[src/logic/periph_pkg.sv]
// ------------------------------------------------
// Shared types and constants of the APB peripheral subsystem.
// Holds the APB request/response structs, the address map
// and the register offsets. Import with periph_pkg::*.
// ------------------------------------------------

package periph_pkg;

   // ------------------------------------------------
   // APB bus
   // ------------------------------------------------
   localparam int unsigned APB_ADDR_W = 32;
   localparam int unsigned APB_DATA_W = 32;

   typedef struct packed {
      logic [APB_ADDR_W-1:0] paddr;
      logic                  psel;
      logic                  penable;
      logic                  pwrite;
      logic [APB_DATA_W-1:0] pwdata;
   } apb_req_t;

   typedef struct packed {
      logic [APB_DATA_W-1:0] prdata;
      logic                  pready;
      logic                  pslverr;
   } apb_rsp_t;

   // ------------------------------------------------
   // Address map
   // ------------------------------------------------
   localparam logic [APB_ADDR_W-1:0] GPIO_BASE    = 32'h1A10_1000;
   localparam logic [APB_ADDR_W-1:0] SOCCTRL_BASE = 32'h1A10_4000;
   localparam logic [APB_ADDR_W-1:0] PERIPH_SPAN  = 32'h0000_1000;

   // Offset bits that stay inside one 4 KiB window
   localparam int unsigned REG_OFFSET_W = 12;

   typedef enum logic [1:0] {
      SEL_NONE    = 2'd0,
      SEL_GPIO    = 2'd1,
      SEL_SOCCTRL = 2'd2
   } periph_sel_e;

   typedef enum logic [REG_OFFSET_W-1:0] {
      GPIO_DIR = 12'h000,
      GPIO_OUT = 12'h004,
      GPIO_IN  = 12'h008
   } gpio_reg_e;

   typedef enum logic [REG_OFFSET_W-1:0] {
      SC_CTRL            = 12'h000,
      SC_LLC_CACHE_START = 12'h004,
      SC_LLC_CACHE_END   = 12'h008,
      SC_LLC_SPM_START   = 12'h00C,
      SC_RD_HIT          = 12'h010,
      SC_RD_MISS         = 12'h014,
      SC_WR_HIT          = 12'h018,
      SC_WR_MISS         = 12'h01C
   } socctrl_reg_e;

   // One pulse per LLC access outcome
   typedef struct packed {
      logic rd_hit;
      logic rd_miss;
      logic wr_hit;
      logic wr_miss;
   } llc_event_t;

   localparam int unsigned MAX_GPIO = 32;

endpackage

[src/logic/periph_bus_split.sv]
// ------------------------------------------------
// Peripheral bus splitter. Routes each APB transfer to the
// GPIO or SoC control block by address window and merges the
// responses. Unmapped addresses complete with an error.
// ------------------------------------------------

`timescale 1ns/1ps

module periph_bus_split
   import periph_pkg::*;
(
   input  apb_req_t apb_req_i,
   output apb_rsp_t apb_rsp_o,

   output apb_req_t gpio_req_o,
   input  apb_rsp_t gpio_rsp_i,

   output apb_req_t socctrl_req_o,
   input  apb_rsp_t socctrl_rsp_i
);

   periph_sel_e sel;

   // True when addr lies in the window starting at base
   function automatic logic in_window(
      input logic [APB_ADDR_W-1:0] addr,
      input logic [APB_ADDR_W-1:0] base
   );
      logic [APB_ADDR_W-1:0] limit;
      limit = base + PERIPH_SPAN;
      return (addr >= base) && (addr < limit);
   endfunction

   // ------------------------------------------------
   // Window decode
   // ------------------------------------------------
   always_comb begin
      if (in_window(apb_req_i.paddr, GPIO_BASE)) begin
         sel = SEL_GPIO;
      end else if (in_window(apb_req_i.paddr, SOCCTRL_BASE)) begin
         sel = SEL_SOCCTRL;
      end else begin
         sel = SEL_NONE;
      end
   end

   // ------------------------------------------------
   // Request fan-out
   // ------------------------------------------------
   // Both targets see the full request, only the selected one sees psel
   always_comb begin
      gpio_req_o         = apb_req_i;
      gpio_req_o.psel    = apb_req_i.psel & (sel == SEL_GPIO);
      socctrl_req_o      = apb_req_i;
      socctrl_req_o.psel = apb_req_i.psel & (sel == SEL_SOCCTRL);
   end

   // ------------------------------------------------
   // Response merge
   // ------------------------------------------------
   always_comb begin
      case (sel)
         SEL_GPIO: begin
            apb_rsp_o = gpio_rsp_i;
         end
         SEL_SOCCTRL: begin
            apb_rsp_o = socctrl_rsp_i;
         end
         default: begin
            // Nobody owns this address, finish at once with an error
            apb_rsp_o.prdata  = '0;
            apb_rsp_o.pready  = 1'b1;
            apb_rsp_o.pslverr = apb_req_i.psel;
         end
      endcase
   end

endmodule

[src/logic/gpio_regs.sv]
// ------------------------------------------------
// GPIO register block on APB. Direction and output registers
// drive the pins, inputs are synchronized and readable.
// Zero-wait target, NUM_GPIO up to MAX_GPIO pins.
// ------------------------------------------------

`timescale 1ns/1ps

module gpio_regs
   import periph_pkg::*;
#(
   parameter int unsigned NUM_GPIO = 32
) (
   input  logic                clk_i,
   input  logic                reset_i,

   input  apb_req_t            apb_req_i,
   output apb_rsp_t            apb_rsp_o,

   input  logic [NUM_GPIO-1:0] gpio_in_i,
   output logic [NUM_GPIO-1:0] gpio_out_o,
   output logic [NUM_GPIO-1:0] gpio_oe_o
);

   logic [NUM_GPIO-1:0] dir_q;
   logic [NUM_GPIO-1:0] out_q;
   logic [NUM_GPIO-1:0] sync_q;
   logic [NUM_GPIO-1:0] in_q;

   gpio_reg_e             reg_sel;
   logic                  wr_en;
   logic                  dir_we;
   logic                  out_we;
   logic                  err;
   logic [APB_DATA_W-1:0] rdata;

   // Zero-extend a pin vector to a bus word, unused bits read as 0
   function automatic logic [APB_DATA_W-1:0] widen(input logic [NUM_GPIO-1:0] val);
      logic [MAX_GPIO-1:0] ext;
      ext               = '0;
      ext[NUM_GPIO-1:0] = val;
      return APB_DATA_W'(ext);
   endfunction

   assign reg_sel = gpio_reg_e'(apb_req_i.paddr[REG_OFFSET_W-1:0]);
   assign wr_en   = apb_req_i.psel & apb_req_i.penable & apb_req_i.pwrite;

   // ------------------------------------------------
   // Register decode
   // ------------------------------------------------
   always_comb begin
      rdata  = '0;
      err    = 1'b0;
      dir_we = 1'b0;
      out_we = 1'b0;
      case (reg_sel)
         GPIO_DIR: begin
            rdata  = widen(dir_q);
            dir_we = wr_en;
         end
         GPIO_OUT: begin
            rdata  = widen(out_q);
            out_we = wr_en;
         end
         GPIO_IN: begin
            // Input register is read only
            if (apb_req_i.pwrite) begin
               err = 1'b1;
            end else begin
               rdata = widen(in_q);
            end
         end
         default: begin
            err = 1'b1;
         end
      endcase
   end

   assign apb_rsp_o.prdata  = apb_req_i.psel ? rdata : '0;
   assign apb_rsp_o.pready  = 1'b1;
   assign apb_rsp_o.pslverr = apb_req_i.psel & err;

   // ------------------------------------------------
   // Registers and input synchronizer
   // ------------------------------------------------
   always_ff @(posedge clk_i) begin
      if (reset_i) begin
         dir_q  <= '0;
         out_q  <= '0;
         sync_q <= '0;
         in_q   <= '0;
      end else begin
         if (dir_we) begin
            dir_q <= apb_req_i.pwdata[NUM_GPIO-1:0];
         end
         if (out_we) begin
            out_q <= apb_req_i.pwdata[NUM_GPIO-1:0];
         end
         // Two flops between the pins and the readable value
         sync_q <= gpio_in_i;
         in_q   <= sync_q;
      end
   end

   assign gpio_out_o = out_q;
   assign gpio_oe_o  = dir_q;

endmodule

[src/logic/soc_control_regs.sv]
// ------------------------------------------------
// SoC control register block on APB. Cluster boot control,
// LLC address windows and LLC hit/miss event counters.
// Zero-wait target, counters clear on any write.
// ------------------------------------------------

`timescale 1ns/1ps

module soc_control_regs
   import periph_pkg::*;
(
   input  logic        clk_i,
   input  logic        reset_i,

   input  apb_req_t    apb_req_i,
   output apb_rsp_t    apb_rsp_o,

   input  llc_event_t  llc_event_i,

   output logic        cluster_fetch_en_o,
   output logic        cluster_en_sa_boot_o,
   output logic [31:0] llc_cache_addr_start_o,
   output logic [31:0] llc_cache_addr_end_o,
   output logic [31:0] llc_spm_addr_start_o
);

   localparam int unsigned NUM_WIN = 3;
   localparam int unsigned NUM_CNT = 4;

   // Control bits, bit 0 fetch enable and bit 1 standalone boot
   logic [1:0] ctrl_q;

   // Window 0 cache start, 1 cache end, 2 SPM start
   logic [NUM_WIN-1:0][APB_DATA_W-1:0] win_q;

   // Counter 0 read hit, 1 read miss, 2 write hit, 3 write miss
   logic [NUM_CNT-1:0][APB_DATA_W-1:0] cnt_q;
   logic [NUM_CNT-1:0]                 cnt_ev;

   socctrl_reg_e          reg_sel;
   logic                  wr_en;
   logic                  ctrl_we;
   logic [NUM_WIN-1:0]    win_we;
   logic [NUM_CNT-1:0]    cnt_clr;
   logic                  err;
   logic [APB_DATA_W-1:0] rdata;

   assign reg_sel = socctrl_reg_e'(apb_req_i.paddr[REG_OFFSET_W-1:0]);
   assign wr_en   = apb_req_i.psel & apb_req_i.penable & apb_req_i.pwrite;

   assign cnt_ev[0] = llc_event_i.rd_hit;
   assign cnt_ev[1] = llc_event_i.rd_miss;
   assign cnt_ev[2] = llc_event_i.wr_hit;
   assign cnt_ev[3] = llc_event_i.wr_miss;

   // ------------------------------------------------
   // Register decode
   // ------------------------------------------------
   always_comb begin
      rdata   = '0;
      err     = 1'b0;
      ctrl_we = 1'b0;
      win_we  = '0;
      cnt_clr = '0;
      case (reg_sel)
         SC_CTRL: begin
            rdata   = {{(APB_DATA_W-2){1'b0}}, ctrl_q};
            ctrl_we = wr_en;
         end
         SC_LLC_CACHE_START: begin
            rdata     = win_q[0];
            win_we[0] = wr_en;
         end
         SC_LLC_CACHE_END: begin
            rdata     = win_q[1];
            win_we[1] = wr_en;
         end
         SC_LLC_SPM_START: begin
            rdata     = win_q[2];
            win_we[2] = wr_en;
         end
         SC_RD_HIT: begin
            rdata      = cnt_q[0];
            cnt_clr[0] = wr_en;
         end
         SC_RD_MISS: begin
            rdata      = cnt_q[1];
            cnt_clr[1] = wr_en;
         end
         SC_WR_HIT: begin
            rdata      = cnt_q[2];
            cnt_clr[2] = wr_en;
         end
         SC_WR_MISS: begin
            rdata      = cnt_q[3];
            cnt_clr[3] = wr_en;
         end
         default: begin
            err = 1'b1;
         end
      endcase
   end

   assign apb_rsp_o.prdata  = apb_req_i.psel ? rdata : '0;
   assign apb_rsp_o.pready  = 1'b1;
   assign apb_rsp_o.pslverr = apb_req_i.psel & err;

   // ------------------------------------------------
   // Control and window registers
   // ------------------------------------------------
   always_ff @(posedge clk_i) begin
      if (reset_i) begin
         ctrl_q <= '0;
         win_q  <= '0;
      end else begin
         if (ctrl_we) begin
            ctrl_q <= apb_req_i.pwdata[1:0];
         end
         for (int i = 0; i < NUM_WIN; i++) begin
            if (win_we[i]) begin
               win_q[i] <= apb_req_i.pwdata;
            end
         end
      end
   end

   // ------------------------------------------------
   // Event counters
   // ------------------------------------------------
   // Clear has priority over a same-cycle event, counters wrap
   always_ff @(posedge clk_i) begin
      if (reset_i) begin
         cnt_q <= '0;
      end else begin
         for (int i = 0; i < NUM_CNT; i++) begin
            if (cnt_clr[i]) begin
               cnt_q[i] <= '0;
            end else if (cnt_ev[i]) begin
               cnt_q[i] <= cnt_q[i] + 1'b1;
            end
         end
      end
   end

   assign cluster_fetch_en_o     = ctrl_q[0];
   assign cluster_en_sa_boot_o   = ctrl_q[1];
   assign llc_cache_addr_start_o = win_q[0];
   assign llc_cache_addr_end_o   = win_q[1];
   assign llc_spm_addr_start_o   = win_q[2];

endmodule

[src/logic/apb_periph_subsystem.sv]
// ------------------------------------------------
// Top level of the APB peripheral subsystem. One APB slave
// port, split into the GPIO and SoC control register blocks.
// ------------------------------------------------

`timescale 1ns/1ps

module apb_periph_subsystem
   import periph_pkg::*;
#(
   parameter int unsigned NUM_GPIO = 32
) (
   input  logic                clk_i,
   input  logic                reset_i,

   input  apb_req_t            apb_req_i,
   output apb_rsp_t            apb_rsp_o,

   input  logic [NUM_GPIO-1:0] gpio_in_i,
   output logic [NUM_GPIO-1:0] gpio_out_o,
   output logic [NUM_GPIO-1:0] gpio_oe_o,

   input  llc_event_t          llc_event_i,

   output logic                cluster_fetch_en_o,
   output logic                cluster_en_sa_boot_o,
   output logic [31:0]         llc_cache_addr_start_o,
   output logic [31:0]         llc_cache_addr_end_o,
   output logic [31:0]         llc_spm_addr_start_o
);

   apb_req_t gpio_req;
   apb_rsp_t gpio_rsp;
   apb_req_t socctrl_req;
   apb_rsp_t socctrl_rsp;

   periph_bus_split i_periph_bus_split (
      .apb_req_i     ( apb_req_i   ),
      .apb_rsp_o     ( apb_rsp_o   ),
      .gpio_req_o    ( gpio_req    ),
      .gpio_rsp_i    ( gpio_rsp    ),
      .socctrl_req_o ( socctrl_req ),
      .socctrl_rsp_i ( socctrl_rsp )
   );

   gpio_regs #(
      .NUM_GPIO ( NUM_GPIO )
   ) i_gpio_regs (
      .clk_i      ( clk_i      ),
      .reset_i    ( reset_i    ),
      .apb_req_i  ( gpio_req   ),
      .apb_rsp_o  ( gpio_rsp   ),
      .gpio_in_i  ( gpio_in_i  ),
      .gpio_out_o ( gpio_out_o ),
      .gpio_oe_o  ( gpio_oe_o  )
   );

   soc_control_regs i_soc_control_regs (
      .clk_i                  ( clk_i                  ),
      .reset_i                ( reset_i                ),
      .apb_req_i              ( socctrl_req            ),
      .apb_rsp_o              ( socctrl_rsp            ),
      .llc_event_i            ( llc_event_i            ),
      .cluster_fetch_en_o     ( cluster_fetch_en_o     ),
      .cluster_en_sa_boot_o   ( cluster_en_sa_boot_o   ),
      .llc_cache_addr_start_o ( llc_cache_addr_start_o ),
      .llc_cache_addr_end_o   ( llc_cache_addr_end_o   ),
      .llc_spm_addr_start_o   ( llc_spm_addr_start_o   )
   );

endmodule

[config.mk]
export PLATFORM = sky130hd
export DESIGN_NAME = apb_periph_subsystem
export DESIGN_NICKNAME = d
export VERILOG_FILES = /design/src/logic/periph_pkg.sv /design/src/logic/periph_bus_split.sv /design/src/logic/gpio_regs.sv /design/src/logic/soc_control_regs.sv /design/src/logic/apb_periph_subsystem.sv
export SDC_FILE = /design/constraint.sdc
export NUM_CORES = 1
export LEC_CHECK = 0
export BUFFER_PORTS_ARGS = -buffer_cell sky130_fd_sc_hd__buf_4
export CORE_MARGIN = 2
export CORE_UTILIZATION = 35
export CTS_CLUSTER_SIZE = 10
export DETAILED_ROUTE_END_ITERATION = 12
export SYNTH_ARGS = -nofsm -noshare
export SYNTH_HDL_FRONTEND = slang
export SYNTH_SLANG_ARGS = --single-unit
[constraint.sdc]
create_clock -name clk_i -period 5.18 [get_ports clk_i]
set_input_delay 0.259 -clock clk_i [delete_from_list [all_inputs] [get_ports clk_i]]
set_output_delay 0.259 -clock clk_i [all_outputs]
set_load 0.01 [all_outputs]
==> impl_metrics.tcl <==
set metrics [dict create \
    syn_nets 1824 \
    crit_chain "buf_4 -> or4b_2 -> nor3_1 -> a222oi_1 -> o22ai_1 -> buf_4" \
    tightestPinTransition_ps 1260 \
    slowest_stage "nor3_1" \
    die_area_um2 47200 \
    max-vdd-ir-drop_mv 0.232 \
    fin_crit_sh_pct 69.1 \
    synth.avg_cell_area_um2 9.28 \
    utilization_pct 44.7 \
    drive_above_1_share_pct 20.8 \
    synthArstFlopShare_pct 0 \
    fin_tns_setup_ps 0 \
    syn-instance-count 1715 \
    synth_cell_types 58 \
    core_um2 45200 \
    grt_pass1_wl_um 90000 \
    max-cap-violations 0 \
    grt_max_degree 94 \
    synth_edf_count 0 \
    drc 0 \
    initial_core_util_pct 35.2 \
    ys.flop_type "dfxtp_1" \
    cp-end-kind "primary output" \
    cts_buffers 42 \
    cpMostUsedCell "buf_4" \
    overflow 0 \
    cts_sinks 354 \
    boundaryPins 301 \
    min_period_ps 3580 \
    rows 78 \
    cts_resized 0 \
    floorplan.die.width_um 217 \
    setup_viol_count_final 0 \
    wirelength_um 60900 \
    synth.yosys.seq_area_share_pct 44.5 \
    nets 2111 \
    status "finished clean" \
    cts_htree_levels 2 \
    leakagePower_nw 8.57 \
    antenna_found_initial 1 \
    clockRootBuffer "clkbuf_16" \
    clock_latency_ps 540 \
    path_class "input port to primary output" \
    crit_path_max_fanout 47 \
    firstDrtPassIters 6 \
    place_hpwl_um 45200 \
    drtIter0Drc 1190 \
    clk_pin_slew_worst_paths_ps 60 \
    grt_pass1_vias 13900 \
    maxSlewHeadroom_pct 15.5 \
    cpPeakStageDelay_ps 950 \
    start_kind "input port" \
    vias_per_cell 5.51 \
    routedWlPerCell_um 23.3 \
    worstPathArrival_ps 3320 \
    ys_seq_elements 354 \
    max_freq_ghz 0.280 \
    rsz0062_at_grt "no" \
    hold_viol 0 \
    clockBufferDepth 3 \
    powerDensity_nw_per_um2 285 \
    yosys_warnings 0 \
    place.port_buffers 299 \
    drv_slew 0 \
    areaGrowthSynthToFinish_pct 26.9 \
    vias 14400 \
    cts_tree "done" \
    ant_nets 0 \
    min_path_type "input port to flip-flop" \
    die_height_um 217 \
    finClkSkew_ps 13.6 \
    grt_use_total_pct 25.1 \
    cp_data_required_time_ps 4920 \
    gp_congestion 0.918 \
    netlist_area_um2 15900 \
]
-- routing by layer --
| metal | part of all wire (%) | up-vias | global-route usage, % |
|---|---|---|---|
| li1 | - | 6602 | - |
| met1 | 43 | 7103 | 33.2 |
| met2 | 47 | 608 | 42.1 |
| met3 | 6.7 | 105 | 3.76 |
| met4 | 3.1 | 0 | 7.95 |
| met5 | 0 | - | 0 |
-- timing repair --
action,CTS,global route
hold endpoints to repair,41,0
buffers inserted,0,0
hold buffers,36,0
-- cells by family (layout without fill, tap and decap cells) --
group           Yosys count  in the layout  synth area share, %
fa+ha+maj                 4              4                0.314
xor+xnor                121            121                 6.66
mux                     220            220                 15.3
other cells               1              2               0.0236
compound gates          189            189                 8.37
simple gates            699            699                 21.6
buf+inv                 127            427                 3.26
flops                   354            354                 44.5
-- per-stage QoR --
stage | power, mW | setup WS [ps] | hold WS (ps) | instance area, um2 | std cells
6_report | 5.76 | 1600 | 16.5 | 20200 | 2616
4_1_cts | 5.78 | 1670 | 1.52 | 20200 | 2615
3_5_place_dp | 3.10 | 1670 | 424 | 18600 | 2522
5_1_grt | 5.91 | 1560 | 18.0 | 20200 | 2615
2_1_floorplan | 2.95 | 2690 | 387 | 15900 | 1715
3_3_place_gp | 3.10 | 1700 | 419 | 18600 | 2522
-- Yosys cell counts (20+ instances only) --
library cell	count	area (um2)
o22ai_1	36	225
nor2_1	277	1040
and3_1	21	131
a2bb2oi_1	22	193
nand4_1	41	257
nand3_1	53	265
a21oi_1	47	235
nor2b_1	70	438
xor2_1	61	534
nor3_1	35	175
mux2i_1	186	1860
nand2_1	117	439
dfxtp_1	354	7090
clkbuf_1	66	248
xnor2_1	60	526
buf_2	31	155
nor4_1	20	125
-- cell type report --
cell class / instances / area (um2)
clock buffers: 56 / 1190
flip-flops and latches: 354 / 7090
repair buffers: 356 / 2780
clock inverters: 1 / 5.00
inverters: 14 / 52.6
multi-input cells: 1234 / 8340
diodes: 1 / 2.50
well taps: 600 / 751
fillers: 4400 / 25000
-- power by group --
part	switching [mW]	internal, mW	total (mW)
combinational	0.174	0.123	0.297
clock	1.12	1.57	2.69
sequential	0.0158	2.75	2.77
total	1.30	4.45	5.76
-- worst max-delay path: cells and delay by family --
kind	cells	cell delay (ps)
and+or+nand+nor	2	1890
AOI/OAI and AO/OA	2	610
buffers and inverters	2	520
-- path summary, 6_finish.rpt --
path / end / start / slack, ps / depth (start not counted)
setup reg to reg: i_soc_control_regs.cnt_q[60]$_SDFFE_PP0P_ / i_soc_control_regs.cnt_q[37]$_SDFFE_PP0P_ / 2710 / 5
hold / removal: i_gpio_regs.gpio_oe_o[6]$_SDFFE_PP0P_ / apb_req_i[6] / 20 / 3
setup / recovery: apb_rsp_o[23] / apb_req_i[37] / 1600 / 6
hold reg to reg: i_gpio_regs.in_q[21]$_SDFF_PP0_ / i_gpio_regs.sync_q[21]$_SDFF_PP0_ / 430 / 1
-- state kept, by name, indices dropped and copies added, names as in the netlist --
register,count
i_soc_control_regs.llc_spm_addr_start_o,32
i_soc_control_regs.llc_cache_addr_start_o,32
i_gpio_regs.in_q,32
i_gpio_regs.sync_q,32
i_soc_control_regs.ctrl_q,2
i_soc_control_regs.llc_cache_addr_end_o,32
i_soc_control_regs.cnt_q,128
i_gpio_regs.gpio_oe_o,32
i_gpio_regs.gpio_out_o,32
-- placed cells by master, fill, tap and decap left out, types with 11 or more instances in the layout --
master,Yosys,routed
dfxtp_1,354,354
nand3_1,53,51
nor2_1,277,277
and4_1,19,18
o22ai_1,36,36
a22oi_1,17,17
dlygate4sd3_1,0,36
mux2_2,17,17
a221oi_1,13,13
o21ai_0,12,12
and3_1,21,21
a2bb2oi_1,22,22
nor3_1,35,35
xnor2_1,60,60
nand2_1,117,117
a22o_1,14,14
xor2_1,61,61
inv_1,14,14
mux2i_1,186,186
nand4_1,41,41
mux4_2,17,17
nor4_1,20,18
a21oi_1,47,47
buf_4,1,318
clkbuf_16,0,45
nor2b_1,70,70
and2_1,11,11
(Power assumes the default switching activity.)
